## src/include/dcache_settings.svh

```systemverilog
`ifndef DCACHE_SETTINGS_SVH
`define DCACHE_SETTINGS_SVH

// address and pipeline word
`define DC_ADDR_WIDTH  32
`define DC_XLEN        64

// line geometry of four 64-bit beats
`define DC_LINE_BITS   256
`define DC_LINE_BEATS  4

// two ways of 64 sets
`define DC_SETS        64
`define DC_OFFSET_BITS 5
`define DC_INDEX_BITS  6
`define DC_TAG_BITS    21

// one mask bit per store byte
`define DC_MASK_BITS   8

`endif

```

## src/design/dcachePkg.sv

```systemverilog
`default_nettype none
`include "dcache_settings.svh"

package dcachePkg;

  typedef logic [`DC_ADDR_WIDTH-1:0]  addr_t;
  typedef logic [`DC_XLEN-1:0]        word_t;
  typedef logic [`DC_LINE_BITS-1:0]   line_t;
  typedef logic [`DC_TAG_BITS-1:0]    tag_t;
  typedef logic [`DC_INDEX_BITS-1:0]  index_t;
  typedef logic [`DC_OFFSET_BITS-1:0] offset_t;
  typedef logic [`DC_MASK_BITS-1:0]   byteMask_t;

  // lookup, optional write-back, then refill and install
  typedef enum logic [2:0] {
    IDLE,
    COMPARE,
    WRITEBACK,
    REFILL_REQ,
    REFILL,
    INSTALL
  } ctrlState_e;

endpackage

`default_nettype wire

```

## src/design/busPort.sv

```systemverilog
`timescale 1ns/10ps
`default_nettype none
`include "dcache_settings.svh"

module busPort (
  input  wire                     clk,
  input  wire                     rst_n,
  input  wire                     refilling_i,
  input  wire                     memRdValid_i,
  input  wire dcachePkg::word_t   memRdData_i,
  input  wire                     wbStart_i,
  input  wire dcachePkg::line_t   victimLine_i,
  input  wire dcachePkg::tag_t    victimTag_i,
  input  wire dcachePkg::index_t  index_i,
  input  wire dcachePkg::tag_t    tag_i,
  output dcachePkg::line_t        fillLine_o,
  output dcachePkg::addr_t        memRdAddr_o,
  output dcachePkg::addr_t        memWrAddr_o,
  output dcachePkg::line_t        memWrData_o
);
  import dcachePkg::*;

  logic [$clog2(`DC_LINE_BEATS)-1:0] beatCnt;
  logic                              beatTake;

  assign beatTake = refilling_i && memRdValid_i;

  // wraps to zero after the last beat of a line
  always_ff @(posedge clk or negedge rst_n) begin
    if (!rst_n) begin
      beatCnt <= '0;
    end else if (beatTake) begin
      beatCnt <= beatCnt + 1'b1;
    end
  end

  // lowest beat lands at the bottom of the line
  always_ff @(posedge clk) begin
    if (beatTake) begin
      fillLine_o[beatCnt*`DC_XLEN +: `DC_XLEN] <= memRdData_i;
    end
  end

  // victim snapshot taken as the miss leaves COMPARE
  always_ff @(posedge clk) begin
    if (wbStart_i) begin
      memWrAddr_o <= {victimTag_i, index_i, {`DC_OFFSET_BITS{1'b0}}};
      memWrData_o <= victimLine_i;
    end
  end

  assign memRdAddr_o = {tag_i, index_i, {`DC_OFFSET_BITS{1'b0}}};

endmodule

`default_nettype wire

```

## config.mk

```make
export PLATFORM = sky130hd
export DESIGN_NAME = busPort
export DESIGN_NICKNAME = d
export VERILOG_FILES = /design/src/design/dcachePkg.sv /design/src/design/busPort.sv
export VERILOG_INCLUDE_DIRS = /design/src /design/src/include
export SDC_FILE = /design/constraint.sdc
export NUM_CORES = 1
export LEC_CHECK = 0
export ABC_AREA = 1
export BUFFER_PORTS_ARGS = -buffer_cell sky130_fd_sc_hd__buf_2
export CAP_MARGIN = 25
export CORE_AREA = 5 5 362 364
export DETAILED_ROUTE_END_ITERATION = 10
export DIE_AREA = 0 0 367 369
export GPL_TIMING_DRIVEN = 0
export PLACE_DENSITY = 0.42
export RECOVER_POWER = 25
export SYNTH_ARGS = -nofsm -noshare
export SYNTH_HDL_FRONTEND = slang
export SYNTH_SLANG_ARGS = --single-unit
```

## constraint.sdc

```tcl
create_clock -name clk -period 5 [get_ports clk]
set_clock_uncertainty 0.2 [all_clocks]
set_input_delay 0.25 -clock clk [delete_from_list [all_inputs] [get_ports clk]]
set_output_delay 0.25 -clock clk [all_outputs]
set_load 0.005 [all_outputs]
```

==> out/qor_table.md, run 1 <==
| Metric | Value | Unit |
|---|---|---|
| Total vias in the final route | 15400 | - |
| Clock Path Buffers | 3 | - |
| Worst path max stage delay | 1.83 | ns |
| Register bit count reported by yosys | 541 | - |
| Antenna violations before repair | 59 | - |
| Area growth, synth to finish | 67.1 | % |
| Area of the multi-input gates | 2090 | µm² |
| Worst R2R Start | beatCnt[0] | - |
| Critical Path Start | wbStart_i | - |
| Count of max-cap constraint violations | 1 | - |
| Terminus of the critical flop-to-flop path | fillLine_o[204] | - |
| Buffers inserted by post-CTS timing repair | 0 | - |
| Post-synth design cell area | 18900 | µm² |
| Die footprint | 135000 | µm² |
| F_max | 0.284 | GHz |
| H-tree levels | 3 | - |
| Violated checks | capacitance limit, slew limit | - |
| Number of buffers inserted during clock tree synthesis | 70 | - |
| Total power divided by cell area | 426 | nW/µm² |
| DR iter-0 viols | 988 | - |
| Port Buffers | 917 | - |
| Bufs and invs on worst path | 4 | - |
| Initial Util | 0.149 | - |
| Root buf cell | sky130_fd_sc_hd__clkbuf_16 | - |
| RSZ-0062 raised after global routing | no | - |
| Status | finished with violations | - |
| Start point of the worst hold path | refilling_i | - |
| First-pass GRT wire length | 146 | mm |
| Post-DP HPWL | 93.3 | mm |
| Sum of routed wire length over all layers | 115 | mm |
| Crit path capture type | flop | - |
| Clock transition time at the flip-flop clock pins of the worst setup and hold paths | 0.05 | ns |
| Largest delay share family, worst path | buffers and inverters | - |
| CP Class | in -> reg | - |
| Max FO, Critical Path | 102 | - |
| Width of the chip | 367 | µm |
| Sequential area share after synthesis | 0.857 | - |
| ANT nets after route | 0 | - |
| Worst Hold End | beatCnt[1] | - |
| Post-CTS sizing | 0 | - |
| Detailed-router iteration count before antenna repair | 5 | - |
| Global placer's final weighted congestion | 0.867 | - |
| Net count reported at finish | 2855 | - |
| Fillers | 13500 | - |
| Final setup violation count | 0 | - |
| CTS tree | built | - |
| Ports | 949 | - |
| Count of distinct cell types in the synthesized netlist | 18 | - |
| Synthesized area per cell | 17.0 | µm² |
| Final max-slew violation count | 97 | - |
| Vertical extent of the die | 369 | µm |
| Cell chain of the critical path | dlygate4sd3_1, clkbuf_2, buf_16, buf_16 | - |
| Number of clock sinks | 541 | - |
| Worst Setup Start Kind | input port | - |
| Final core occ | 0.249 | - |
| Number of instances in the synthesized netlist | 1115 | - |
| Cell area reported after detailed placement | 25900 | µm² |
| Via count of the first global-routing pass | 15900 | - |
| Power consumption | 0.0135 | W |
| Yosys synthesis warning count | 0 | - |
| Slew margin rel. | -0.730 | - |
| Tmin final | 3.52 | ns |
| Pin slew with the least headroom to its limit | 2.60 | ns |
| Pin count of the biggest net entering global routing | 103 | - |
| Total track usage | 0.162 | - |
| DRC violation count after routing | 0 | - |
| Critical path's most frequent cell | sky130_fd_sc_hd__buf_16 | - |
| Ratio of cells with drive above 1 in the final layout | 0.432 | - |
| Flop2flop setup slack | 2.19 | ns |
| WHS Path Cells | 4 | - |
| Endpoints failing hold | 0 | - |
| Gr ovfl total | 0 | - |
| Master of the slowest instance on the critical path | sky130_fd_sc_hd__clkbuf_2 | - |
| Data required time of the critical path | 5.10 | ns |
| Worst hold-check path type | in -> reg | - |
| Area fraction of the dominant cell type after synthesis | 0.855 | - |
| Share of the clock period used by the worst path after layout | 0.704 | - |
| Final std cell area, no fill | 31600 | µm² |
| Leakage | 12.6 | nW |
| Std-Cell Rows | 131 | - |
| Crit path arrival time | 3.62 | ns |
| FF-to-FF path depth | 7 | - |
| Library cell occupying the most area in the post-synthesis netlist | sky130_fd_sc_hd__edfxtp_1 | - |
| Top post-synthesis cells by area | sky130_fd_sc_hd__edfxtp_1 (85%), sky130_fd_sc_hd__nor2_1 (5.2%), sky130_fd_sc_hd__nand3_1 (3.1%) | - |
| Area used by sequential logic in the layout | 16200 | µm² |
| Final routed wire length divided by cell count | 27.3 | µm |
| Core Region | 127000 | µm² |
| Clock latency on the worst-skew pair | 0.63 | ns |
| Routed vias/inst | 3.66 | - |
| Worst vdd rail ir drop | 0.000221 | V |
cells in the final DEF (no fill, tap or decap), drive strengths merged:
cell / netlist / routed
clkinvlp: 0 / 1
ha: 5 / 5
edfxtp: 539 / 539
conb: 1 / 10
diode: 0 / 13
bufinv: 0 / 5
nand2: 72 / 72
inv: 8 / 13
dfrtp: 2 / 2
buf: 95 / 965
nand3: 129 / 129
clkbuf: 1 / 145
nor2: 261 / 261
clkinv: 1 / 27
o21ai: 1 / 1
dlygate4sd3: 0 / 353
metal layers:
layer	part of all wire	GRT usage
met1	0.36	0.171
met2	0.51	0.298
met3	0.10	0.0663
met4	0.028	0.0426
met5	0.00022	0
metrics by stage:
step	instances	worst slack [ns]	setup TNS, ns	hold WS (ns)
6_report	4203	1.48	0	0.0693
2_1_floorplan	1124	0.780	0	-0.246
5_1_grt	4196	1.25	0	0.0455
3_5_place_dp	3714	2.16	0	-0.159
3_3_place_gp	3703	-2.05	-698.49	-0.163
4_1_cts	4190	2.16	0	0.000284
flip-flops by register name, indices dropped and copies added (netlist names):
name,cells
beatCnt,2
memWrData_o,256
fillLine_o,256
memWrAddr_o,27
worst max path at each step:
stage | to | slack [ns] | depth (start not counted)
CTS | fillLine_o[238] | 2.16 | 7
global placement | fillLine_o[197] | -2.05 | 3
detailed placement | fillLine_o[238] | 2.16 | 7
finish | memWrData_o[32] | 1.48 | 4
global route | memWrData_o[132] | 1.25 | 4
floorplan | fillLine_o[0] | 0.78 | 4
report_power, final:
| group | internal [W] | switching, W | leakage (nW) |
|---|---|---|---|
| clock network | 0.00288 | 0.00212 | 1.09 |
| registers | 0.00541 | 0.0000904 | 5.19 |
| logic | 0.000869 | 0.00212 | 6.30 |
synth_stat cells (all sizes together):
master / n
edfxtp: 539
nor2: 261
nand3: 129
buf: 95
nand2: 72
inv: 8
ha: 5
dfrtp: 2
clkbuf: 1
clkinv: 1
conb: 1
o21ai: 1
area by class of cell:
cell class              count  share of cell area
diodes                     13             0.00103
inverters                   9             0.00111
well taps                1662              0.0657
flip-flops and latches    541               0.513
plain buffers              96              0.0202
multi-input cells         478              0.0660
repair buffers           1281               0.262
clock inverters            37              0.0134
clock buffers              86              0.0573
kinds of logic (layout without fill, tap and decap cells):
kind of cell,Yosys count,after routing,share of synthesized area
compound gates,1,1,0.000264
fa+ha+maj,5,5,0.00330
buf+inv,105,1509,0.0357
flops,541,541,0.857
other cells,1,23,0.000198
simple gates,462,462,0.103
tightest hold or removal path: stages:
cell and delay, ns:
sky130_fd_sc_hd__buf_2 0.11, sky130_fd_sc_hd__nand2_1 0.28, sky130_fd_sc_hd__nand2_1 0.13, sky130_fd_sc_hd__o21ai_0 0.07
timing repair:
action	CTS	global route
hold endpoints to repair	599	0
setup endpoints to repair	0	0
hold buffers	353	0
No activity file was read; power rests on OpenSTA's default activity.
==> run 2: changes to the inputs <==
--- a/config.mk
+++ b/config.mk
@@ -6,14 +6,14 @@
 export SDC_FILE = /design/constraint.sdc
 export NUM_CORES = 1
 export LEC_CHECK = 0
-export ABC_AREA = 1
+export ABC_AREA = 0
 export BUFFER_PORTS_ARGS = -buffer_cell sky130_fd_sc_hd__buf_2
 export CAP_MARGIN = 25
 export CORE_AREA = 5 5 362 364
 export DETAILED_ROUTE_END_ITERATION = 10
 export DIE_AREA = 0 0 367 369
 export GPL_TIMING_DRIVEN = 0
-export PLACE_DENSITY = 0.42
+export PLACE_DENSITY = 0.41
 export RECOVER_POWER = 25
 export SYNTH_ARGS = -nofsm -noshare
 export SYNTH_HDL_FRONTEND = slang
==> constraint.sdc (replaced) <==
create_clock -name clk -period 3.4 [get_ports clk]
set_clock_uncertainty 0.2 [all_clocks]
set_input_delay 0.17 -clock clk [delete_from_list [all_inputs] [get_ports clk]]
set_output_delay 0.17 -clock clk [all_outputs]
set_load 0.005 [all_outputs]
==> out/qor_table.md, run 2 <==
| Metric | Value | Unit | Delta |
|---|---|---|---|
| Status | completed | - |  |
| Routed vias/inst | 3.52 | - | -3.8% |
| Sequential area share after synthesis | 0.876 | - | +0.0184 |
| Area used by sequential logic in the layout | 16200 | µm² | unchanged |
| Ratio of cells with drive above 1 in the final layout | 0.435 | - | +0.00266 |
| Port Buffers | 917 | - | unchanged |
| Total track usage | 0.150 | - | -0.0123 |
| Initial Util | 0.146 | - | -0.00313 |
| Final core occ | 0.254 | - | +0.00525 |
| Sum of routed wire length over all layers | 105 | mm | -8.1% |
| Clock transition time at the flip-flop clock pins of the worst setup and hold paths | 0.06 | ns | about the same |
| Tmin final | 2.85 | ns |  |
| Final setup violation count | 0 | - | unchanged |
| WHS Path Cells | 2 | - | -2 |
| Post-synth design cell area | 18500 | µm² | -2.1% |
| Crit path arrival time | 3.13 | ns | -0.49 ns |
| Max FO, Critical Path | 8 | - | -92% |
| Root buf cell | sky130_fd_sc_hd__clkbuf_16 | - |  |
| Most repeated cell in the gate-level netlist after synthesis | sky130_fd_sc_hd__edfxtp_1 | - |  |
| Most numerous cell types in the synthesized netlist | sky130_fd_sc_hd__edfxtp_1 (539), sky130_fd_sc_hd__and3_1 (129), sky130_fd_sc_hd__and2_1 (127) | - |  |
| Core Region | 127000 | µm² | unchanged |
| Number of flops mapped to enable cells by yosys | 539 | - | unchanged |
| Library cell occupying the most area in the post-synthesis netlist | sky130_fd_sc_hd__edfxtp_1 | - |  |
| Total power divided by cell area | 653 | nW/µm² | +53% |
| Gr ovfl total | 0 | - | unchanged |
| Net count reported at finish | 2747 | - | -3.8% |
| Buffers inserted by post-CTS timing repair | 0 | - | unchanged |
| # hold bufs at CTS | 461 | - | +31% |
| Endpoints failing hold | 0 | - | unchanged |
| Register bit count reported by yosys | 541 | - | unchanged |
| Count of max-cap constraint violations | 0 | - | -1 |
| Largest regs | fillLine_o x256, memWrData_o x256, memWrAddr_o x27 | - |  |
| Slew margin rel. | 0.437 | - | +1.17 |
| Post-DP HPWL | 83.7 | mm | -10% |
| Leakage | 13.3 | nW | +5.5% |
| Combinational share of power | 0.261 | - | +0.039 |
| Sum Neg Setup Slack | 0 | ns | unchanged |
| Switching power as a share of total power | 0.331 | - | +0.00991 |
| RSZ-0062 raised after global routing | no | - |  |
| Worst Hold End | memWrData_o[8] | - |  |
| Flop2flop setup slack | 0.55 | ns | -1.64 ns |
| Clock group share of total power | 0.338 | - | -0.032 |
| FF-to-FF path depth | 6 | - | -1 |
| Area growth, synth to finish | 74.3 | % |  |
| Top post-synthesis cells by area | sky130_fd_sc_hd__edfxtp_1 (87%), sky130_fd_sc_hd__and3_1 (4.4%), sky130_fd_sc_hd__and2_1 (4.3%) | - |  |
| Final std cell area, no fill | 32300 | µm² | +2.1% |
| Final routed wire length divided by cell count | 25.7 | µm | -5.8% |
| Number of clock sinks | 541 | - | unchanged |
| Count of distinct cell types in the synthesized netlist | 20 | - | +2 |
| Fillers | 13300 | - | -1.1% |
| Area of the multi-input gates | 1840 | µm² | -12% |
| Ports | 949 | - | unchanged |
| Detailed-router iteration count before antenna repair | 5 | - | unchanged |
| Vertical extent of the die | 369 | µm | unchanged |
| Final max-slew violation count | 0 | - | -100% |
| Most used cells in the layout excluding fill and tap cells | sky130_fd_sc_hd__buf_2 (873), sky130_fd_sc_hd__edfxtp_1 (539), sky130_fd_sc_hd__dlygate4sd3_1 (461) | - |  |
| Power share of the sequential group | 0.401 | - | -0.007 |
| CTS tree | built | - |  |
| DRC violation count after routing | 0 | - | unchanged |
| Global placer's final weighted congestion | 0.844 | - | -2.7% |
| ANT nets after route | 0 | - | unchanged |
| Crit path capture type | flop | - |  |
| Worst Setup Start Kind | flop | - |  |
| Internal power | 0.0141 | W | +54% |
| Dominant register cell in the synthesized netlist | sky130_fd_sc_hd__edfxtp_1 | - |  |
| Via count of the first global-routing pass | 15200 | - | -4.1% |
| Total vias in the final route | 14500 | - | -6.1% |
| Share of synthesized flip-flops with an asynchronous set or reset | 0.00370 | - | unchanged |
| Cell area reported after detailed placement | 25500 | µm² | -1.4% |
| Clock Path Buffers | 3 | - | unchanged |
| Width of the chip | 367 | µm | unchanged |
| Worst R2R Start | beatCnt[0] | - |  |
| Start point of the worst hold path | victimLine_i[8] | - |  |
| Share of the clock period used by the worst path after layout | 0.837 | - |  |
| Die footprint | 135000 | µm² | unchanged |
| Terminus of the critical flop-to-flop path | fillLine_o[217] | - |  |
| H-tree levels | 3 | - | unchanged |
| Post-CTS sizing | 0 | - | unchanged |
| Worst vdd rail ir drop | 0.000963 | V | +340% |
| Pin slew with the least headroom to its limit | 0.844 | ns | -1.75 ns |
| CP Class | reg -> reg | - |  |
| Pin count of the biggest net entering global routing | 82 | - | -20% |
| F_max | 0.351 | GHz |  |
| Net switching power figure | 0.00699 | W | +61% |
| Std-Cell Rows | 131 | - | unchanged |
| Area fraction of the dominant cell type after synthesis | 0.873 | - | +0.0183 |
| Worst hold-check path type | in -> reg | - |  |
| Synthesized area per cell | 20.7 | µm² | +22% |
| Clock latency on the worst-skew pair | 0.63 | ns | about the same |
| Most common cell after layout, fill and taps aside | sky130_fd_sc_hd__buf_2 | - |  |
| Power consumption | 0.0211 | W | +56% |
| Number of buffers inserted during clock tree synthesis | 71 | - | +1.4% |
| Data required time of the critical path | 3.69 | ns | -1.41 ns |
| Yosys synthesis warning count | 0 | - | unchanged |
| First-pass GRT wire length | 136 | mm | -6.9% |
| Number of instances in the synthesized netlist | 896 | - | -20% |
| Antenna violations before repair | 62 | - | +5.1% |
| DR iter-0 viols | 909 | - | -8.0% |
run 2: cells by family (layout without fill, tap and decap cells):
logic type | after synthesis | in the layout | synth area share
AND/OR/NAND/NOR | 268 | 268 | 0.0919
adder cells (fa/ha/maj) | 5 | 5 | 0.00337
XOR/XNOR | 1 | 1 | 0.000473
flip-flops | 541 | 541 | 0.876
multiplexers | 1 | 1 | 0.000607
other | 1 | 35 | 0.000202
buffers and inverters | 79 | 1590 | 0.0277
run 2: layout make-up:
| cell class | instances | area share |
|---|---|---|
| antenna | 25 | 0.00194 |
| tap | 1662 | 0.0644 |
| multi-input combinational | 285 | 0.0570 |
| inverter | 2 | 0.000232 |
| buffer | 77 | 0.0158 |
| clock inverter | 40 | 0.0105 |
| sequential | 541 | 0.503 |
| clock buffer | 80 | 0.0560 |
| timing repair buffer | 1391 | 0.292 |
run 2: layer usage:
layer  GRT usage  share of wire  vias to the layer above  routed length, µm
li1            -              -                     6353                  -
met1       0.163           0.37                     7042              38700
met2       0.262           0.49                      864              51900
met3      0.0659           0.11                      194              11400
met4      0.0473          0.032                        0               3320
met5           0              0                        -                  0
run 2: worst max path at each step:
stage / end / from
2_1_floorplan: fillLine_o[0] / beatCnt[0]
3_3_place_gp: memWrData_o[150] / wbStart_i
3_5_place_dp: fillLine_o[197] / beatCnt[0]
4_1_cts: fillLine_o[217] / beatCnt[0]
5_1_grt: fillLine_o[217] / beatCnt[0]
6_report: fillLine_o[217] / beatCnt[0]
run 2: power by group through the flow:
stage	Sequential (W)	Clock, W	Combinational (W)
floorplan	0.00868	0	0.00137
global placement	0.00866	0	0.00495
detailed placement	0.00859	0	0.00526
CTS	0.00846	0.00741	0.00574
global route	0.00852	0.00768	0.00587
finish	0.00846	0.00713	0.00552
run 2: through the flow:
| step | setup slack (ns) | cells | hold WS [ns] |
|---|---|---|---|
| 2_1_floorplan | 0.352 | 905 | -0.326 |
| 5_1_grt | 0.382 | 4085 | 0.0155 |
| 6_report | 0.553 | 4103 | 0.0638 |
| 4_1_cts | 0.490 | 4078 | 0.0000788 |
| 3_5_place_dp | 0.499 | 3497 | -0.238 |
| 3_3_place_gp | -2.69 | 3484 | -0.239 |
run 2: worst max-delay path, stage by stage (launching register included):
cell                       delay (ns)
sky130_fd_sc_hd__dfrtp_1         0.53
sky130_fd_sc_hd__inv_1           0.15
sky130_fd_sc_hd__ha_1            0.37
sky130_fd_sc_hd__nor2_1          0.41
sky130_fd_sc_hd__clkbuf_1        0.65
sky130_fd_sc_hd__buf_8           0.23
sky130_fd_sc_hd__and3_1          0.15
