**src/include/dcache_settings.svh**
```systemverilog
`ifndef DCACHE_SETTINGS_SVH
`define DCACHE_SETTINGS_SVH

// address and pipeline word
`define DC_ADDR_WIDTH  32
`define DC_XLEN        64

// line geometry of four 64-bit beats
`define DC_LINE_BITS   256
`define DC_LINE_BEATS  4

// two ways of 64 sets
`define DC_SETS        64
`define DC_OFFSET_BITS 5
`define DC_INDEX_BITS  6
`define DC_TAG_BITS    21

// one mask bit per store byte
`define DC_MASK_BITS   8

`endif

```
**src/design/dcachePkg.sv**
```systemverilog
`default_nettype none
`include "dcache_settings.svh"

package dcachePkg;

  typedef logic [`DC_ADDR_WIDTH-1:0]  addr_t;
  typedef logic [`DC_XLEN-1:0]        word_t;
  typedef logic [`DC_LINE_BITS-1:0]   line_t;
  typedef logic [`DC_TAG_BITS-1:0]    tag_t;
  typedef logic [`DC_INDEX_BITS-1:0]  index_t;
  typedef logic [`DC_OFFSET_BITS-1:0] offset_t;
  typedef logic [`DC_MASK_BITS-1:0]   byteMask_t;

  // lookup, optional write-back, then refill and install
  typedef enum logic [2:0] {
    IDLE,
    COMPARE,
    WRITEBACK,
    REFILL_REQ,
    REFILL,
    INSTALL
  } ctrlState_e;

endpackage

`default_nettype wire

```
**src/design/missCtrl.sv**
```systemverilog
`timescale 1ns/10ps
`default_nettype none

module missCtrl (
  input  wire   clk,
  input  wire   rst_n,
  input  wire   reqValid_i,
  input  wire   isStore_i,
  input  wire   hit_i,
  input  wire   victimDirty_i,
  input  wire   memWrReady_i,
  input  wire   memRdLast_i,
  output logic  reqReady_o,
  output logic  accept_o,
  output logic  lookup_o,
  output logic  storeWr_o,
  output logic  install_o,
  output logic  wbStart_o,
  output logic  memWrValid_o,
  output logic  memRdReq_o,
  output logic  refilling_o,
  output logic  respValid_o
);
  import dcachePkg::*;

  ctrlState_e state;
  ctrlState_e nextState;
  logic       inCompare;

  assign inCompare = (state == COMPARE);

  always_ff @(posedge clk or negedge rst_n) begin
    if (!rst_n) begin
      state <= IDLE;
    end else begin
      state <= nextState;
    end
  end

  always_comb begin
    nextState = state;
    case (state)
      IDLE: begin
        if (accept_o) begin
          nextState = COMPARE;
        end
      end
      COMPARE: begin
        if (hit_i) begin
          // a store hit always drops back to IDLE for a cycle
          nextState = accept_o ? COMPARE : IDLE;
        end else if (victimDirty_i) begin
          nextState = WRITEBACK;
        end else begin
          nextState = REFILL_REQ;
        end
      end
      WRITEBACK: begin
        if (memWrReady_i) begin
          nextState = REFILL_REQ;
        end
      end
      REFILL_REQ: nextState = REFILL;
      REFILL: begin
        if (memRdLast_i) begin
          nextState = INSTALL;
        end
      end
      INSTALL: nextState = COMPARE;
      default: nextState = IDLE;
    endcase
  end

  // load hits overlap with the next request
  assign reqReady_o   = (state == IDLE) || (inCompare && hit_i && !isStore_i);
  assign accept_o     = reqValid_i && reqReady_o;
  assign lookup_o     = inCompare;
  assign respValid_o  = inCompare && hit_i;
  assign storeWr_o    = inCompare && hit_i && isStore_i;
  assign wbStart_o    = inCompare && !hit_i && victimDirty_i;
  assign memWrValid_o = (state == WRITEBACK);
  assign memRdReq_o   = (state == REFILL_REQ);
  assign refilling_o  = (state == REFILL);
  assign install_o    = (state == INSTALL);

endmodule

`default_nettype wire

```
**config.mk**
```make
export PLATFORM = sky130hd
export DESIGN_NAME = missCtrl
export DESIGN_NICKNAME = d
export VERILOG_FILES = /design/src/design/dcachePkg.sv /design/src/design/missCtrl.sv
export VERILOG_INCLUDE_DIRS = /design/src /design/src/include
export SDC_FILE = /design/constraint.sdc
export NUM_CORES = 1
export LEC_CHECK = 0
export CORE_AREA = 2 2 39 41
export CTS_BUF_LIST = sky130_fd_sc_hd__clkbuf_8
export DETAILED_ROUTE_END_ITERATION = 12
export DIE_AREA = 0 0 41 43
export DONT_BUFFER_PORTS = 1
export GPL_ROUTABILITY_DRIVEN = 0
export SLEW_MARGIN = 20
export SYNTH_ARGS = -nofsm -noshare
export SYNTH_HDL_FRONTEND = slang
export SYNTH_SLANG_ARGS = --single-unit
```
**constraint.sdc**
```tcl
create_clock -name clk -period 2.1 [get_ports clk]
set_input_delay 0.42 -clock clk [delete_from_list [all_inputs] [get_ports clk]]
set_output_delay 0.42 -clock clk [all_outputs]
set_load 0.02 [all_outputs]
```
==> impl_metrics.tcl, run 1 <==
set metrics [dict create \
    slew_violations 0 \
    port_buffers 0 \
    synth-xor-area-share 0 \
    cts.clk_slew.worst_paths_ns 0.03 \
    maxCapViolCount 0 \
    setup_slack_ns 0.315 \
    drive_above_1_share 0.243 \
    synth_top_area_cell "dfrtp_1" \
    synth_edf_count 0 \
    clk-insertion-delay-late_ns 0.22 \
    synth_compound_area_frac 0.134 \
    htreeDepth 1 \
    antenna_cells 0 \
    die_h_microns 43 \
    period_needed_ns 1.78 \
    drt_iter0_drc 6 \
    power_leakage_nw 0.161 \
    pre_cts_slack_ns 0.547 \
    cts.path.max_buffers 2 \
    grt_setup_unrepaired "no" \
    hpwl_microns 462 \
    die_area_sq_mm 0.00176 \
    antenna_found_initial 0 \
    worst_slew_pin_slew_ns 0.393 \
    powerDensity_mw_per_mm2 1590 \
    hold_path.class "input pin to flip-flop" \
    grt_overflow_total 0 \
    synth.area.top_cells "dfrtp_1 32%, nor2_1 6.4%, and2_1 5.3%" \
    tns_ns 0 \
    power.total_w 0.000533 \
    drt-total-wl_microns 624 \
    cts_root_buf "clkbuf_8" \
    postCtsSetupRepairBufs 0 \
    antenna_left 0 \
    num_rows 14 \
    syn-instance-count 28 \
    setup.worst_path.end_class "output pin" \
    setup_violations 0 \
    largest_reg_flops 3 \
    max-vdd-ir-drop_uv 380 \
    whs_ns 0.337 \
    wl_per_cell_microns 11.8 \
    synth.area.mux_share 0.0428 \
    syn_nets 36 \
    synth-seq-cells 3 \
    drt_first_pass_iters 4 \
    grt_max_degree 9 \
    grt_pass1_wl_microns 993 \
    die_x_microns 41 \
    hold_viol 0 \
    synth.avg_cell_area_sq_um 8.36 \
    slew_headroom 0.737 \
    startpoint_type "flip-flop" \
    critPathKind "flip-flop to output pin" \
    grt_pass1_vias 245 \
    track_usage 0.0876 \
    core_area_sq_mm 0.00138 \
    cts.sinks 3 \
    crit_fanout 8 \
    max_freq_mhz 560 \
    synth-simple-area-share 0.439 \
    reg_top3 "state (3)" \
    cts_inserted_buffers 3 \
    start_util 0.169 \
    synth_warnings 0 \
    worst_ep_arrival_time_ns 1.36 \
    area_growth_pct 43.3 \
    ios 18 \
    via_count 235 \
    status "complete, no violations" \
    syn-cell-area_sq_um 234 \
    post-route-period-util 0.850 \
    synth_top_family_by_area "simple AND/OR/NAND/NOR gates" \
    regMostFlops "state" \
    layout_common_cells "5 x buf_4, 4 x nor2_1, 3 x clkbuf_8, 3 x dfrtp_1" \
    final_common_cell "buf_4" \
    ys_seq_area_frac 0.321 \
    synth_top_area_frac 0.321 \
    drc 0 \
    required_ns 1.68 \
    synth_ff_type "dfrtp_1" \
    skew_ns 0.00236 \
    cts_tree "built" \
    synth_cell_type_count 19 \
    synth_fa_ha_area_frac 0 \
    nets 46 \
    ys_async_sr_fraction 1.00 \
    vias_per_cell 4.43 \
]
## final timing paths
path / start / end / slack, ns / cells past startpoint
worst min register to register: state[2] / state[1] / 0.59 / 1
worst min-delay path: memWrReady_i / state[0] / 0.34 / 1
worst max register to register: state[2] / state[2] / 0.91 / 3
max in group asynchronous: rst_n / state[2] / 1.50 / 1
min in group asynchronous: rst_n / state[1] / 0.45 / 1
worst max-delay path: state[1] / wbStart_o / 0.32 / 3
## per-layer routing
| metal | vias to the layer above | global-route usage | wire length [microns] |
|---|---|---|---|
| met3 | 0 | 0.0681 | 91 |
| met1 | 108 | 0.107 | 265 |
| met4 | 0 | 0.0800 | 0 |
| li1 | 116 | - | - |
| met5 | - | 0 | 0 |
| met2 | 11 | 0.0906 | 266 |
## kinds of logic (layout without fill, tap and decap cells)
kind of cell	count (synthesis)	count (layout)
AOI/OAI and AO/OA	5	5
buffers and inverters	2	11
DFF	3	3
muxes	1	1
and+or+nand+nor	17	17
## cells in the mapped netlist, drive strengths merged (2+ instances only)
library cell and number:
nor2 4, dfrtp 3, a21oi 2, and2 2, and3 2, nand2b 2, or2 2
## worst max-delay path, stage by stage (launching register included)
cell and delay [ns]:
dfrtp_1 0.44, nand2b_1 0.22, nor4b_1 0.30, buf_4 0.19
## report_power, final
| group | total (W) | switching, W | internal (W) |
|---|---|---|---|
| clock | 0.000164 | 0.0000394 | 0.000125 |
| combinational | 0.000243 | 0.000142 | 0.000102 |
| sequential | 0.000126 | 0.0000450 | 0.0000807 |
| total | 0.000533 | 0.000226 | 0.000307 |
## final cells by class
class,count,area [sq um]
inverter,1,3.75
timing repair buffer,6,47.5
tap,16,20.0
clock inverter,1,3.75
multi-input combinational,23,144
clock buffer,3,41.3
sequential,3,75.1
fill,157,1050
## metrics by stage
stage          utilization  std cells  area (sq um)
2_1_floorplan            -         28           234
3_3_place_gp         0.203         48           280
3_5_place_dp         0.203         48           280
4_1_cts              0.242         53           335
5_1_grt              0.242         53           335
6_report             0.242         53           335
## repair_timing
item                      4_1_cts  5_1_grt
hold endpoints to repair        3        0
gates resized for setup         0        0
hold buffers                    1        0
Power figures use the tool's default switching activity.
==> run 2, diff against run 1 <==
--- a/config.mk
+++ b/config.mk
@@ -6,6 +6,7 @@
 export SDC_FILE = /design/constraint.sdc
 export NUM_CORES = 1
 export LEC_CHECK = 0
+export ABC_AREA = 1
 export CORE_AREA = 2 2 39 41
 export CTS_BUF_LIST = sky130_fd_sc_hd__clkbuf_8
 export DETAILED_ROUTE_END_ITERATION = 12
==> constraint.sdc (replaced) <==
create_clock -name clk -period 1.5 [get_ports clk]
set_input_delay 0.3 -clock clk [delete_from_list [all_inputs] [get_ports clk]]
set_output_delay 0.3 -clock clk [all_outputs]
set_load 0.02 [all_outputs]
==> run 2 against run 1 <==
Final area up 44%. Critical path depth rose by 3. Clock skew hardly changed. Cell count grew 43%. Total power increased by 130%. Via count is 38% higher. Sequential power up 32%. Critical path type unchanged. Critical endpoint unchanged.
==> impl_metrics.tcl, run 2 <==
set metrics [dict create \
    status "complete, no violations" \
    critPathMaxStageDelay_ns 0.38 \
    drc 0 \
    ys_async_sr_fraction 1.00 \
    wl_met2_microns 502 \
    routed.top_layer "met3" \
    cp_common_cell "inv_2" \
    regMostFlops "state" \
    synth_edf_count 0 \
    cts_tree "built" \
    grt_pass1_wl_mm 1.33 \
    crit_chain "inv_2, nand3_4, inv_2, nand2_2, nor2_1, buf_4" \
    area_growth_pct 80.8 \
    maxCapViolCount 0 \
    worst_slew_pin_slew_ns 0.247 \
    hpwl_microns 502 \
    worst_ep_arrival_time_ns 1.20 \
    cts_inserted_buffers 3 \
    critPathBufInv 3 \
    track_usage 0.116 \
    syn-instance-count 40 \
    max_freq_mhz 669 \
    fillers 142 \
    grt_overflow_total 0 \
    num_rows 14 \
    drive_above_1_share 0.583 \
    core_area_sq_mm 0.00138 \
    drt_iter0_drc 2 \
    whs_ns 0.243 \
    power_leakage_nw 0.254 \
    dpl_cell_area_sq_um 348 \
    synth_cell_type_count 16 \
    setup_violations 0 \
    synth_ff_type "dfrtp_1" \
    powerDensity_mw_per_mm2 2520 \
    vias_per_cell 4.26 \
    nets 69 \
    crit_fanout 4 \
    cts.sinks 3 \
    cts_root_buf "clkbuf_8" \
    clk-insertion-delay-late_ns 0.22 \
    synth-seq-cells 3 \
    reg_top3 "state (3)" \
    cts.clk_slew.worst_paths_ns 0.03 \
    antenna_left 0 \
    grt_setup_unrepaired "yes" \
    synth_common_cells "9 x inv_1, 9 x nand2_1, 3 x dfrtp_1, 3 x inv_2, 3 x nor2_1" \
    synth-simple-area-share 0.393 \
    syn-cell-area_sq_um 268 \
    synth.avg_cell_area_sq_um 6.69 \
    critPathKind "flip-flop to output pin" \
    start_util 0.193 \
    wl_per_cell_microns 11.2 \
    cts.path.max_buffers 2 \
    synth_top_family_by_area "simple AND/OR/NAND/NOR gates" \
    die_area_sq_mm 0.00176 \
    period_needed_ns 1.50 \
    die_x_microns 41 \
    grt_max_degree 5 \
    antenna_cells 0 \
    wl_met1_microns 278 \
    required_ns 1.20 \
    setup.worst_path.end_class "output pin" \
    syn_nets 48 \
    slew_violations 0 \
    synth_top_area_frac 0.280 \
    die_h_microns 43 \
    synth.area.mux_share 0 \
    port_buffers 0 \
    synth_fa_ha_area_frac 0 \
    largest_reg_flops 3 \
    hold_path.class "input pin to flip-flop" \
    synth-xor-area-share 0 \
    htreeDepth 1 \
    hold_viol 0 \
    post-route-period-util 0.997 \
    slew_headroom 0.835 \
    final_cell_area_sq_um 484 \
    grt_pass1_vias 341 \
    path_delay_family "flip-flops" \
    synth_warnings 0 \
    drt_first_pass_iters 2 \
    startpoint_type "flip-flop" \
    ios 18 \
    slowest_stage "dfrtp_1" \
    final_common_cell "buf_4" \
    drt-total-wl_microns 850 \
    synth.area.top_cells "dfrtp_1 28%, inv_1 13%, nand2_1 13%" \
    power.total_w 0.00122 \
    max-vdd-ir-drop_uv 1020 \
    antenna_found_initial 0 \
    synth_top_area_cell "dfrtp_1" \
    via_count 324 \
    ys_seq_area_frac 0.280 \
    layout_common_cells "15 x buf_4, 8 x inv_1, 7 x nand2_1" \
    wl_met3_microns 68 \
    skew_ns 0.00195 \
    synth_compound_area_frac 0.159 \
]
[run 2: cells by family (layout without fill, tap and decap cells)]
kind of cell           count (synthesis)  count (layout)
AO/OA/AOI/OAI                          5               5
AND/OR/NAND/NOR                       20              20
buffers and inverters                 12              32
flip-flops                             3               3
[run 2: final cells by class]
class | count | area (sq um) | area share
clock buffer | 3 | 41.3 | 0.0853
clock inverter | 1 | 3.75 | 0.00775
tap | 16 | 20.0 | 0.0413
sequential | 3 | 76.3 | 0.158
multi-input combinational | 25 | 175 | 0.362
inverter | 12 | 45.0 | 0.0930
timing repair buffer | 16 | 123 | 0.253
[run 2: path summary, 6_finish.rpt]
path / from / to / slack [ns] / cells after the start
max: state[1] / wbStart_o / 0.005 / 6
min: reqValid_i / state[0] / 0.24 / 2
max reg2reg: state[2] / state[0] / 0.27 / 6
min reg2reg: state[1] / state[2] / 0.66 / 3
max in group asynchronous: rst_n / state[0] / 1.00 / 1
min in group asynchronous: rst_n / state[2] / 0.34 / 1
[run 2: stage by stage]
step	setup TNS [ns]	util	worst slack [ns]	cells
after global routing	-0.186	0.350	-0.0642	76
after floorplan	0	-	0.0322	40
final	0	0.350	0.00499	76
after detailed placement	0	0.251	0.107	64
after CTS	0	0.339	0.00269	75
after global placement	0	0.251	0.108	64
[run 2: report_power, final]
part / switching, W / total (W) / internal [W]
sequential: 0.0000431 / 0.000166 / 0.000123
combinational: 0.000483 / 0.000826 / 0.000343
clock: 0.0000548 / 0.000229 / 0.000174
total: 0.000581 / 0.00122 / 0.000640
[run 2: timing repair]
item,4_1_cts,5_1_grt
resized for setup,5,4
hold endpoints to repair,3,0
endpoints found under the setup margin,4,4
hold buffers,1,0
setup buffers,6,1
pin swaps,1,2
[run 2: routing by layer]
metal / vias up / global-route usage
met2: 12 / 0.181
met4: 0 / 0.0800
met1: 148 / 0.117
met3: 0 / 0.0471
met5: - / 0
li1: 164 / -
==> run 3, diff against run 2 <==
--- a/config.mk
+++ b/config.mk
@@ -7,13 +7,17 @@
 export NUM_CORES = 1
 export LEC_CHECK = 0
 export ABC_AREA = 1
+export CELL_PAD_IN_SITES_DETAIL_PLACEMENT = 0
+export CELL_PAD_IN_SITES_GLOBAL_PLACEMENT = 2
 export CORE_AREA = 2 2 39 41
 export CTS_BUF_LIST = sky130_fd_sc_hd__clkbuf_8
+export CTS_CLUSTER_DIAMETER = 50
 export DETAILED_ROUTE_END_ITERATION = 12
 export DIE_AREA = 0 0 41 43
 export DONT_BUFFER_PORTS = 1
 export GPL_ROUTABILITY_DRIVEN = 0
-export SLEW_MARGIN = 20
+export PLACE_DENSITY_LB_ADDON = 0.1
+export SLEW_MARGIN = 0
 export SYNTH_ARGS = -nofsm -noshare
 export SYNTH_HDL_FRONTEND = slang
 export SYNTH_SLANG_ARGS = --single-unit
==> run 3 against run 2 <==
The run now ends with negative setup slack left. Critical path depth down 1. Routed wire length down 6.2%. Sequential power about the same. Worst hold slack worse by 0.00051 ns. Global-route usage down 0.21 points. Sequential share of layout area up 0.29 points. Cell count down 3.9%. Largest power group unchanged.
==> impl_metrics.tcl, run 3 (synthesis gave the netlist of run 2 again) <==
set metrics [dict create \
    grt_max_degree 5 \
    crit_fanout 4 \
    drt_iter0_drc 3 \
    violations "negative setup slack" \
    largest_reg_flops 3 \
    ios 18 \
    nets 66 \
    drc 0 \
    grt_pass1_wl_mm 1.30 \
    status "complete, but fails checks" \
    skew_ns 0.00636 \
    maxCapViolCount 0 \
    cts_inserted_buffers 3 \
    setup_violations 1 \
    die_x_microns 41 \
    max_freq_mhz 663 \
    hpwl_microns 620 \
    die_h_microns 43 \
    area_growth_pct 77.6 \
    track_usage 0.114 \
    required_ns 1.20 \
    cts_root_buf "clkbuf_8" \
    core_area_sq_mm 0.00138 \
    critPathKind "flip-flop to output pin" \
    drive_above_1_share 0.544 \
    startpoint_type "flip-flop" \
    slew_headroom 0.740 \
    vias_per_cell 4.27 \
    worst_slew_pin_slew_ns 0.388 \
    powerDensity_mw_per_mm2 2440 \
    setup.worst_path.end_class "output pin" \
    slowest_stage "dfrtp_1" \
    post-route-period-util 1.01 \
    wl_per_cell_microns 10.9 \
    power.total_w 0.00116 \
    period_needed_ns 1.51 \
    critPathMaxStageDelay_ns 0.38 \
    antenna_left 0 \
    drt-total-wl_microns 797 \
    clk-insertion-delay-late_ns 0.22 \
    final_common_cell "buf_4" \
    drt_first_pass_iters 2 \
    via_count 312 \
    setup_slack_ns -0.00886 \
    htreeDepth 1 \
    antenna_found_initial 0 \
    grt_overflow_total 0 \
    start_util 0.193 \
    cts.sinks 3 \
    grt_pass1_vias 308 \
    hold_viol 0 \
    die_area_sq_mm 0.00176 \
    worst_ep_arrival_time_ns 1.21 \
    power_leakage_nw 0.248 \
    cts.clk_slew.worst_paths_ns 0.03 \
    port_buffers 0 \
    grt_setup_unrepaired "yes" \
    cts.path.max_buffers 2 \
    antenna_cells 0 \
    crit_chain "inv_2, nand2_2, nor2_4, inv_1, a21oi_4" \
    layout_common_cells "11 x buf_4, 9 x inv_1, 7 x nand2_1" \
    slew_violations 0 \
    hold_path.class "input pin to flip-flop" \
    pre_cts_slack_ns 0.0982 \
    max-vdd-ir-drop_uv 733 \
    reg_top3 "state (3)" \
    cts_tree "built" \
    num_rows 14 \
    regMostFlops "state" \
]
run 3: cell count changes in the layout (fill, tap and decap cells not counted):
cell / before / now
nand2_4: 0 / 1
nor2_4: 2 / 3
buf_6: 0 / 1
inv_2: 5 / 4
buf_4: 15 / 11
nor2_2: 1 / 0
inv_1: 8 / 9
nand2_2: 3 / 2
run 3: repair_timing:
action                                 in CTS  in global routing
gates resized for setup                     7                  4
pin swaps                                   3                  3
setup endpoints to repair                   3                  3
buffers inserted                            4                  0
endpoints found under the hold margin       3                  0
hold buffers                                1                  0
run 3: critical path: cells and delay by family, from the launching register on:
kind / cells / cell delay, ns
AND/OR/NAND/NOR: 2 / 0.20
flip-flops: 1 / 0.38
buffers and inverters: 2 / 0.20
AO/OA/AOI/OAI: 1 / 0.22
run 3: path summary, 6_finish.rpt:
kind                       startpoint       end  slack (ns)  cells after the start
max                          state[1]  accept_o      -0.009                      5
min                        reqValid_i  state[0]        0.24                      2
max reg2reg                  state[2]  state[0]        0.26                      6
min reg2reg                  state[2]  state[2]        0.59                      2
max in group asynchronous       rst_n  state[0]        1.01                      1
min in group asynchronous       rst_n  state[1]        0.33                      1
run 3: power breakdown:
part	total [W]	leakage, nW	switching (W)	internal (W)
combinational	0.000766	0.184	0.000466	0.000300
clock	0.000230	0.0269	0.0000558	0.000174
sequential	0.000166	0.0369	0.0000426	0.000123
run 3: through the flow:
step	instance area, sq um	hold WS [ns]	TNS (ns)	instances	util
final	475	0.242	-0.00886	73	0.344
after global routing	475	0.247	-0.158	73	0.344
after CTS	457	0.244	-0.0129	73	0.330
after detailed placement	348	0.00449	0	64	0.251
after global placement	348	0.00448	0	64	0.251
after floorplan	268	0.00441	0	40	-
run 3: layout make-up:
class                   count  area [sq um]
clock inverters             1          3.75
well taps                  16          20.0
clock buffers               3          41.3
inverters                  12          45.0
flip-flops and latches      3          76.3
fillers                   158           908
repair buffers             13           104
multi-input cells          25           185
run 3: metal layers:
layer	global-route usage	part of all wire	up-vias
li1	-	-	157
met1	0.139	0.41	139
met2	0.172	0.52	13
met3	0.0314	0.050	3
met4	0.0600	0.020	0
met5	0	0	-
