`src/include/dcache_settings.svh`:
```
`ifndef DCACHE_SETTINGS_SVH
`define DCACHE_SETTINGS_SVH

// address and pipeline word
`define DC_ADDR_WIDTH  32
`define DC_XLEN        64

// line geometry of four 64-bit beats
`define DC_LINE_BITS   256
`define DC_LINE_BEATS  4

// two ways of 64 sets
`define DC_SETS        64
`define DC_OFFSET_BITS 5
`define DC_INDEX_BITS  6
`define DC_TAG_BITS    21

// one mask bit per store byte
`define DC_MASK_BITS   8

`endif

```
`src/design/dcachePkg.sv`:
```
`default_nettype none
`include "dcache_settings.svh"

package dcachePkg;

  typedef logic [`DC_ADDR_WIDTH-1:0]  addr_t;
  typedef logic [`DC_XLEN-1:0]        word_t;
  typedef logic [`DC_LINE_BITS-1:0]   line_t;
  typedef logic [`DC_TAG_BITS-1:0]    tag_t;
  typedef logic [`DC_INDEX_BITS-1:0]  index_t;
  typedef logic [`DC_OFFSET_BITS-1:0] offset_t;
  typedef logic [`DC_MASK_BITS-1:0]   byteMask_t;

  // lookup, optional write-back, then refill and install
  typedef enum logic [2:0] {
    IDLE,
    COMPARE,
    WRITEBACK,
    REFILL_REQ,
    REFILL,
    INSTALL
  } ctrlState_e;

endpackage

`default_nettype wire

```
`src/design/requestLatch.sv`:
```
`timescale 1ns/10ps
`default_nettype none
`include "dcache_settings.svh"

module requestLatch (
  input  wire                        clk,
  input  wire                        rst_n,
  input  wire                        reqValid_i,
  input  wire                        reqStore_i,
  input  wire dcachePkg::addr_t      reqAddr_i,
  input  wire dcachePkg::word_t      reqWrData_i,
  input  wire dcachePkg::byteMask_t  reqWrMask_i,
  input  wire                        accept_i,
  output dcachePkg::index_t          index_o,
  output dcachePkg::tag_t            tag_o,
  output dcachePkg::offset_t         offset_o,
  output logic                       isStore_o,
  output dcachePkg::word_t           storeWord_o,
  output dcachePkg::byteMask_t       storeMask_o
);
  import dcachePkg::*;

  logic [2:0] byteOff;

  // byte lane of the access inside the 64-bit word
  assign byteOff = reqAddr_i[2:0];

  always_ff @(posedge clk or negedge rst_n) begin
    if (!rst_n) begin
      isStore_o <= 1'b0;
    end else if (accept_i) begin
      isStore_o <= reqValid_i && reqStore_i;
    end
  end

  // store data arrives in the low bytes and moves to its lane
  always_ff @(posedge clk) begin
    if (accept_i) begin
      tag_o       <= reqAddr_i[`DC_ADDR_WIDTH-1 -: `DC_TAG_BITS];
      index_o     <= reqAddr_i[`DC_OFFSET_BITS +: `DC_INDEX_BITS];
      offset_o    <= reqAddr_i[`DC_OFFSET_BITS-1:0];
      storeWord_o <= reqWrData_i << {byteOff, 3'b000};
      storeMask_o <= reqWrMask_i << byteOff;
    end
  end

endmodule

`default_nettype wire

```
`config.mk`:
```
export PLATFORM = sky130hd
export DESIGN_NAME = requestLatch
export DESIGN_NICKNAME = d
export VERILOG_FILES = /design/src/design/dcachePkg.sv /design/src/design/requestLatch.sv
export VERILOG_INCLUDE_DIRS = /design/src /design/src/include
export SDC_FILE = /design/constraint.sdc
export NUM_CORES = 1
export LEC_CHECK = 0
export ABC_AREA = 1
export BUFFER_PORTS_ARGS = -buffer_cell sky130_fd_sc_hd__buf_2
export CELL_PAD_IN_SITES_DETAIL_PLACEMENT = 1
export CELL_PAD_IN_SITES_GLOBAL_PLACEMENT = 2
export CORE_UTILIZATION = 30
export DETAILED_ROUTE_END_ITERATION = 10
export PLACE_DENSITY_LB_ADDON = 0.15
export SYNTH_ARGS = -nofsm -noshare
export SYNTH_HDL_FRONTEND = slang
export SYNTH_SLANG_ARGS = --single-unit
```
`constraint.sdc`:
```
create_clock -name clk -period 1.5 [get_ports clk]
set_input_delay 0.225 -clock clk [delete_from_list [all_inputs] [get_ports clk]]
set_output_delay 0.225 -clock clk [all_outputs]
set_load 0.1 [all_outputs]
```
==> impl_metrics.env, run 1 <==
export IMPL_worst_pin_slew_ns=0.522
export IMPL_p_seq_share_pct=39.6
export IMPL_dp_cells=989
export IMPL_fin_nets=885
export IMPL_setup_slack_ns=0.0679
export IMPL_crit_end="storeWord_o[49]"
export IMPL_antenna_left=0
export IMPL_end_kind="output pin"
export IMPL_cts_buffers=9
export IMPL_hold_violations=0
export IMPL_critPathLaunchType="flop"
export IMPL_drive_gt1_share_pct=31.5
export IMPL_ctsResizeCount=0
export IMPL_p_leak_nw=3.17
export IMPL_outcome="completed"
export IMPL_firstDrtPassIters=4
export IMPL_crit_chain="buf_2"
export IMPL_crit_type="flop to output pin"
export IMPL_io_buffers=213
export IMPL_routed_wl_mm=18.6
export IMPL_cpMaxStageDelayCell="buf_2"
export IMPL_ioPinCount=214
export IMPL_grt_pass1_vias=4873
export IMPL_rsz0062_at_grt="false"
export IMPL_finalMaxSlewViolations=0
export IMPL_arrival_ns=1.21
export IMPL_clk_path_buf_depth=2
export IMPL_die_height_um=135
export IMPL_seq_area_frac_synth_pct=59.6
export IMPL_startpoint="storeWord_o[49]$_DFFE_PP_"
export IMPL_synth_nets=686
export IMPL_critPathTopFamily="buffers and inverters"
export IMPL_power_w=0.00908
export IMPL_layout_common_cells="buf_2, nand2_1, nand3_1"
export IMPL_place_congestion=0.802
export IMPL_via_per_inst=4.95
export IMPL_fmax_ghz=0.698
export IMPL_place_ws_ns=0.118
export IMPL_rows=48
export IMPL_drt_iter0_markers=429
export IMPL_rrSetupSlack_ns=0.88
export IMPL_yosysWarnings=0
export IMPL_maxSlewHeadroom_pct=65.4
export IMPL_track_usage_pct=20.7
export IMPL_n_antenna_cell=0
export IMPL_hp_class="primary input to flop"
export IMPL_clkSlewWorstSetupHoldPaths_ns=0.08
export IMPL_final_cell_count_no_fill=1006
export IMPL_cts_sinks=105
export IMPL_antenna_found_initial=0
export IMPL_dp_hpwl_mm=13.7
export IMPL_power_density_nw_per_um2=1320
export IMPL_die_w_um=135
export IMPL_syn_inst=577
export IMPL_grt_first_pass_wirelength_mm=28.3
export IMPL_min_from="reqAddr_i[11]"
export IMPL_design_core_area_um2=17200
export IMPL_grt_max_degree=73
export IMPL_rr_worst_depth=2
export IMPL_timing_critical_path_buf_inv=1
export IMPL_syn_area_per_cell_um2=9.15
export IMPL_crit_fanout=1
export IMPL_cap_viol_max_count=0
export IMPL_fin_util_pct=40.0
export IMPL_vias=4984
export IMPL_ys_types=17
export IMPL_cts_root_buf="clkbuf_16"
export IMPL_vdd_drop_max_v=0.000558
export IMPL_setup_violations=0
export IMPL_grt_remaining_overflow=0
export IMPL_synth_area_um2=5280
export IMPL_cp_required_ns=1.27
export IMPL_avgRoutedWirePerCell_um=18.5
export IMPL_period_needed_ns=1.43
export IMPL_area_delta_synth_final_pct=30.7
export IMPL_slowest_delay_ns=0.45
export IMPL_clk_insertion_delay_late_ns=0.34
export IMPL_r2r_start="isStore_o$_DFFE_PN0P_"
export IMPL_initial_core_util_pct=30.6
export IMPL_layout_commonest_cell="buf_2"
export IMPL_p_int_w=0.00532
export IMPL_skew_ns=0
export IMPL_switching_share_pct=41.4
export IMPL_r2r_end="isStore_o$_DFFE_PN0P_"
export IMPL_yosys_register_bits=105
export IMPL_cts_tree="done"
export IMPL_clkPwrFrac_pct=26.7
export IMPL_cp_depth=1
export IMPL_die_area_um2=18100
export IMPL_period_share_pct=95.5
export IMPL_fin_tns_setup_ns=0
export IMPL_cts_htree_levels=3
export IMPL_combPwrFrac_pct=33.7
export IMPL_p_sw_w=0.00376
export IMPL_drc=0
cells in the mapped netlist:
cell type	number	area, µm²
inv_1	8	30.0
nor3_1	2	10.0
buf_1	5	18.8
clkinv_1	1	3.75
nand4_1	9	56.3
buf_4	5	37.5
edfxtp_1	104	3120
clkbuf_1	7	26.3
inv_2	2	7.51
nand3_1	163	816
o21ai_0	8	40.0
nor2_1	27	101
buf_2	18	90.1
dfrtp_1	1	25.0
buf_6	8	90.1
nor4_1	7	43.8
nand2_1	202	758
metrics by stage:
stage | hold slack [ns] | cell area (µm²)
2_1_floorplan | -0.0706 | 5280
3_3_place_gp | 0.00100 | 6590
3_5_place_dp | 0.00696 | 6590
4_1_cts | 0.0368 | 6900
5_1_grt | 0.0409 | 6900
6_report | 0.0522 | 6900
per-layer routing:
metal	vias up	GRT usage, %	wire length (µm)
li1	2402	-	-
met1	2351	32.8	9580
met2	217	28.0	7570
met3	14	3.68	1260
met4	0	6.12	228
met5	-	0	0
registers in the layout, indices dropped and copies added (netlist names):
| name | count |
|---|---|
| isStore_o | 1 |
| offset_o | 5 |
| storeWord_o | 64 |
| index_o | 6 |
| storeMask_o | 8 |
| tag_o | 21 |
what timing repair did:
item                                    in CTS  in global routing
setup buffers                                0                  0
endpoints found under the setup margin       0                  0
endpoints found under the hold margin        1                  0
hold buffers                                 1                  0
area by class of cell:
class / instances / area (µm²)
Clock buffer: 10 / 229
Tap cell: 225 / 282
Fill cell: 2068 / 10300
Timing Repair Buffer: 231 / 1310
Clock inverter: 6 / 63.8
Inverter: 11 / 41.3
Multi-Input combinational cell: 418 / 1830
Sequential cell: 105 / 3150
power by group through the flow:
stage / combinational, W / clock [W] / sequential [W]
detailed placement: 0.00307 / 0 / 0.00367
CTS: 0.00307 / 0.00250 / 0.00360
global placement: 0.00305 / 0 / 0.00367
global route: 0.00320 / 0.00258 / 0.00362
floorplan: 0.000524 / 0 / 0.00551
finish: 0.00306 / 0.00243 / 0.00360
logic make-up after synthesis:
| group | synth area share [%] |
|---|---|
| and+or+nand+nor | 33.8 |
| DFF | 59.6 |
| buffers and inverters | 5.76 |
| AOI/OAI and AO/OA | 0.759 |
worst min path at each step:
stage | end | slack (ns) | cells past startpoint
global route | tag_o[2]$_DFFE_PP_ | 0.04 | 1
floorplan | isStore_o$_DFFE_PN0P_ | -0.07 | 0
detailed placement | isStore_o$_DFFE_PN0P_ | 0.007 | 1
global placement | isStore_o$_DFFE_PN0P_ | 0.001 | 1
CTS | tag_o[8]$_DFFE_PP_ | 0.04 | 1
finish | tag_o[0]$_DFFE_PP_ | 0.05 | 1
(Power assumes the default switching activity.)
==> inputs of run 2 (changes only) <==
Clock period 1.5 ns to 1.8 ns, I/O delays scaled along.
==> run 2 against run 1 <==
  * Sequential power is 17% lower
  * Sequential share of layout area is 0.12 points higher
  * Final cell count decreased by 0.20%
  * Core utilization fell by 0.10 points
  * Critical endpoint is now storeWord_o[33]
  * Routed wire length fell by 0.82%
  * Largest cell class unchanged
  * First-iteration DRC count fell by 18%
  * Worst hold slack improved by 0.041 ns
  * Non-clock buffer count down 2
  * Count of clock-buffer cells in the layout fell by 1
  * Critical path type unchanged
  * Combinational power shrank 17%
  * Final area fell by 0.25%
==> impl_metrics.env, run 2 (synthesis results as in run 1) <==
export IMPL_drc=0
export IMPL_hold_violations=0
export IMPL_grt_first_pass_wirelength_mm=28.6
export IMPL_crit_type="flop to output pin"
export IMPL_holdWs_ns=0.0933
export IMPL_ioPinCount=214
export IMPL_track_usage_pct=20.6
export IMPL_timing_critical_path_buf_inv=1
export IMPL_initial_core_util_pct=30.6
export IMPL_placed_area_um2=6570
export IMPL_fin_tns_setup_ns=0
export IMPL_p_sw_w=0.00317
export IMPL_drt_iter0_markers=351
export IMPL_critPathLaunchType="flop"
export IMPL_combPwrFrac_pct=33.4
export IMPL_io_buffers=213
export IMPL_antenna_found_initial=0
export IMPL_largestRegisters="storeWord_o x64, tag_o x21, storeMask_o x8"
export IMPL_rsz0062_at_grt="false"
export IMPL_end_kind="output pin"
export IMPL_die_height_um=135
export IMPL_p_leak_nw=3.16
export IMPL_drive_gt1_share_pct=31.5
export IMPL_clkSlewWorstSetupHoldPaths_ns=0.08
export IMPL_area_delta_synth_final_pct=30.3
export IMPL_period_share_pct=81.4
export IMPL_arrival_ns=1.20
export IMPL_switching_share_pct=41.6
export IMPL_vias=4999
export IMPL_multiInputGateArea_um2=1830
export IMPL_p_int_w=0.00444
export IMPL_r2r_end="isStore_o$_DFFE_PN0P_"
export IMPL_skew_ns=0
export IMPL_min_from="reqAddr_i[11]"
export IMPL_rows=48
export IMPL_crit_chain="buf_2"
export IMPL_clk_path_buf_depth=2
export IMPL_firstDrtPassIters=5
export IMPL_routed_wl_mm=18.5
export IMPL_max_flop_register="storeWord_o"
export IMPL_setup_violations=0
export IMPL_slowest_delay_ns=0.44
export IMPL_nFillCells=2103
export IMPL_fin_nets=883
export IMPL_cts_buffers=9
export IMPL_critPathTopFamily="buffers and inverters"
export IMPL_worst_pin_slew_ns=0.529
export IMPL_cts_htree_levels=3
export IMPL_cts_setup_buffers=0
export IMPL_place_congestion=0.852
export IMPL_crit_end="storeWord_o[33]"
export IMPL_finalInstanceArea_um2=6880
export IMPL_fmax_ghz=0.682
export IMPL_crit_fanout=1
export IMPL_period_needed_ns=1.47
export IMPL_cp_required_ns=1.53
export IMPL_cts_tree="done"
export IMPL_die_area_um2=18100
export IMPL_antenna_left=0
export IMPL_rr_worst_depth=2
export IMPL_grt_remaining_overflow=0
export IMPL_regArea_um2=3150
export IMPL_maxSlewHeadroom_pct=65.0
export IMPL_clk_insertion_delay_late_ns=0.35
export IMPL_dp_cells=987
export IMPL_layout_common_cells="buf_2, nand2_1, nand3_1"
export IMPL_cpMaxStageDelayCell="buf_2"
export IMPL_layout_commonest_cell="buf_2"
export IMPL_dp_hpwl_mm=13.5
export IMPL_r2r_start="isStore_o$_DFFE_PN0P_"
export IMPL_final_cell_count_no_fill=1004
export IMPL_cts_sinks=105
export IMPL_grt_pass1_vias=4908
export IMPL_clkPwrFrac_pct=27.2
export IMPL_finalMaxSlewViolations=0
export IMPL_grt_max_degree=74
export IMPL_startpoint="storeWord_o[33]$_DFFE_PP_"
export IMPL_cap_viol_max_count=0
export IMPL_cts_root_buf="clkbuf_16"
export IMPL_largest_register_ffs=64
export IMPL_n_antenna_cell=0
export IMPL_avgRoutedWirePerCell_um=18.4
export IMPL_rrSetupSlack_ns=1.17
export IMPL_cp_depth=1
export IMPL_hp_class="primary input to flop"
export IMPL_power_density_nw_per_um2=1110
export IMPL_outcome="completed"
export IMPL_vdd_drop_max_v=0.000504
export IMPL_design_core_area_um2=17200
export IMPL_via_per_inst=4.98
export IMPL_p_seq_share_pct=39.4
export IMPL_die_w_um=135
## run 2: changes by cell type in the layout (fill, tap and decap cells not counted), sizes merged
cell,previous run,this run
buf,230,228
clkinv,3,4
clkbuf,10,9
## run 2: metrics by stage
stage               utilization [%]  total power, W  worst slack (ns)
CTS                            39.9         0.00768             0.284
global placement               38.1         0.00558             0.219
finish                         39.9         0.00761             0.334
detailed placement             38.1         0.00560             0.170
global route                   39.9         0.00787             0.290
floorplan                         -         0.00503             0.589
## run 2: worst reg2reg max path: cells and delay by family, from the launching register on
family,cells,cell delay (ns)
AO/OA/AOI/OAI,1,0.07
flip-flops,1,0.38
buffers and inverters,1,0.06
## run 2: final cells by class
type	instances	share of cell area, %
multi-input combinational	418	26.5
clock inverter	7	1.13
timing repair buffer	229	18.6
tap	225	4.09
clock buffer	9	3.27
sequential	105	45.8
inverter	11	0.600
## run 2: metal layers
metal,wire length [µm],GRT usage [%],vias to the layer above
met1,9390,32.9,2360
li1,-,-,2394
met5,0,0,-
met3,1420,3.83,7
met4,163,5.37,0
met2,7520,28.0,238
## run 2: repair_timing
action,in CTS,in global routing
resized for setup,0,0
hold buffers,1,0
setup endpoints to repair,0,0
hold endpoints to repair,1,0
## run 2: worst min path at each step
| stage | end | slack, ns | depth (start not counted) |
|---|---|---|---|
| 6_report | tag_o[0]$_DFFE_PP_ | 0.09 | 1 |
| 2_1_floorplan | isStore_o$_DFFE_PN0P_ | -0.03 | 0 |
| 3_5_place_dp | isStore_o$_DFFE_PN0P_ | 0.05 | 1 |
| 3_3_place_gp | isStore_o$_DFFE_PN0P_ | 0.05 | 1 |
| 4_1_cts | index_o[5]$_DFFE_PP_ | 0.08 | 1 |
| 5_1_grt | index_o[3]$_DFFE_PP_ | 0.08 | 1 |
## run 2: power by group through the flow
stage | logic [W] | registers, W | clock network, W
final | 0.00254 | 0.00300 | 0.00207
after floorplan | 0.000437 | 0.00459 | 0
after global placement | 0.00253 | 0.00305 | 0
after global routing | 0.00266 | 0.00302 | 0.00219
after detailed placement | 0.00254 | 0.00306 | 0
after CTS | 0.00255 | 0.00300 | 0.00213
==> inputs of run 3 (changes only) <==
Settings changed: CORE_UTILIZATION 30 to 25.
Clock period 1.8 ns to 1.3 ns, I/O delays scaled along.
==> run 3 against run 2 <==
  * Final cell count rose by 7.4%
  * Clock skew did not move
  * Critical endpoint is now storeWord_o[60]
  * Sequential power rose by 39%
  * Power rose by 40%
==> impl_metrics.env, run 3 (synthesis results as in run 1) <==
export IMPL_grt_remaining_overflow=0
export IMPL_initial_core_util_pct=25.8
export IMPL_critPathLaunchType="flop"
export IMPL_design_core_area_um2=20500
export IMPL_dp_cells=1037
export IMPL_ioPinCount=214
export IMPL_final_cell_count_no_fill=1078
export IMPL_layout_common_cells="nand2_1, nand3_1, buf_2"
export IMPL_period_share_pct=93.8
export IMPL_cts_root_buf="clkbuf_16"
export IMPL_grt_pass1_vias=5227
export IMPL_hold_violations=0
export IMPL_skew_ns=0
export IMPL_holdWs_ns=0.0187
export IMPL_avgRoutedWirePerCell_um=16.3
export IMPL_period_needed_ns=1.22
export IMPL_drive_gt1_share_pct=31.1
export IMPL_largest_register_ffs=64
export IMPL_vias=5053
export IMPL_clkSlewWorstSetupHoldPaths_ns=0.08
export IMPL_hp_class="primary input to flop"
export IMPL_power_density_nw_per_um2=1400
export IMPL_cp_required_ns=1.11
export IMPL_top_usage_layer="met2"
export IMPL_clk_insertion_delay_late_ns=0.35
export IMPL_clk_path_buf_depth=2
export IMPL_fin_util_pct=37.1
export IMPL_grt_max_degree=51
export IMPL_rows=52
export IMPL_io_buffers=213
export IMPL_cts_htree_levels=3
export IMPL_vdd_drop_max_v=0.000513
export IMPL_worst_pin_slew_ns=0.413
export IMPL_drt_iter0_markers=215
export IMPL_drc=0
export IMPL_cts_sinks=105
export IMPL_crit_chain="buf_4"
export IMPL_min_from="reqAddr_i[15]"
export IMPL_layout_commonest_cell="nand2_1"
export IMPL_routed_wl_mm=17.6
export IMPL_cpMaxStageDelayCell="edfxtp_1"
export IMPL_crit_fanout=1
export IMPL_finalMaxSlewViolations=0
export IMPL_met3_usage_pct=5.22
export IMPL_outcome="completed"
export IMPL_grt_first_pass_wirelength_mm=27.4
export IMPL_end_kind="output pin"
export IMPL_cap_viol_max_count=0
export IMPL_antenna_left=0
export IMPL_dp_hpwl_mm=12.6
export IMPL_antenna_found_initial=5
export IMPL_grtUsageMet1_pct=20.5
export IMPL_r2r_start="isStore_o$_DFFE_PN0P_"
export IMPL_maxSlewHeadroom_pct=72.2
export IMPL_timing_critical_path_buf_inv=1
export IMPL_firstDrtPassIters=4
export IMPL_setup_violations=0
export IMPL_grt_use_met2_pct=26.6
export IMPL_max_flop_register="storeWord_o"
export IMPL_cts_tree="done"
export IMPL_track_usage_pct=16.3
export IMPL_arrival_ns=1.02
export IMPL_startpoint="storeWord_o[60]$_DFFE_PP_"
export IMPL_die_height_um=147
export IMPL_cts_buffers=9
export IMPL_slowest_delay_ns=0.37
export IMPL_p_leak_nw=3.41
export IMPL_rsz0062_at_grt="false"
export IMPL_critPathTopFamily="flip-flops"
export IMPL_via_per_inst=4.69
export IMPL_area_delta_synth_final_pct=44.1
export IMPL_crit_type="flop to output pin"
export IMPL_place_congestion=0.774
export IMPL_die_area_um2=21700
export IMPL_fin_nets=909
export IMPL_fmax_ghz=0.820
export IMPL_die_w_um=147
export IMPL_largestRegisters="storeWord_o x64, tag_o x21, storeMask_o x8"
[run 3: cell types whose count changed in the layout (fill, tap and decap cells not counted), moves of 3 or more]
cell           previous run  this run
buf_2                   212       107
clkbuf_4                  0         7
buf_4                     9        98
diode_2                   0         3
buf_12                    7        21
dlygate4sd3_1             1        22
[run 3: where the power goes]
part	switching, W	total, W	internal [W]
sequential	0.000107	0.00417	0.00406
combinational	0.00291	0.00378	0.000870
clock	0.00139	0.00272	0.00133
total	0.00441	0.0107	0.00627
[run 3: repair_timing]
item                                    in CTS  in global routing
endpoints found under the setup margin      87                  7
hold buffers                                18                  4
resized for setup                           87                  7
pin swaps                                    0                  0
buffers inserted                             0                  0
hold endpoints to repair                    18                  4
[run 3: layout make-up]
| cell class | count | area (µm²) |
|---|---|---|
| antenna | 3 | 7.51 |
| multi-input combinational | 418 | 1830 |
| inverter | 11 | 41.3 |
| tap | 270 | 338 |
| clock inverter | 6 | 52.6 |
| timing repair buffer | 255 | 1960 |
| fill | 2380 | 12900 |
| clock buffer | 10 | 229 |
| sequential | 105 | 3150 |
[run 3: per-stage QoR]
stage	TNS, ns	power, W	setup slack, ns	cell area, µm²
floorplan	0	0.00696	0.0895	5280
global placement	-0.0362	0.00782	-0.0362	6860
detailed placement	-0.0284	0.00785	-0.0284	6860
CTS	0	0.0108	0.0000128	7540
global route	0	0.0111	0.0288	7600
finish	0	0.0107	0.0804	7610
[run 3: worst paths after layout]
path | endpoint | slack [ns] | cells past startpoint
setup / recovery | storeWord_o[60] | 0.08 | 1
max in group asynchronous | isStore_o$_DFFE_PN0P_ | 1.07 | 2
min in group asynchronous | isStore_o$_DFFE_PN0P_ | 0.14 | 2
setup reg to reg | isStore_o$_DFFE_PN0P_ | 0.60 | 2
hold reg to reg | isStore_o$_DFFE_PN0P_ | 0.61 | 2
hold / removal | tag_o[4]$_DFFE_PP_ | 0.02 | 1
[run 3: metal layers]
layer / up-vias / part of all wire, %
li1: 2454 / -
met1: 2425 / 45
met2: 154 / 47
met3: 16 / 6.9
met4: 4 / 1.2
met5: - / 0.19
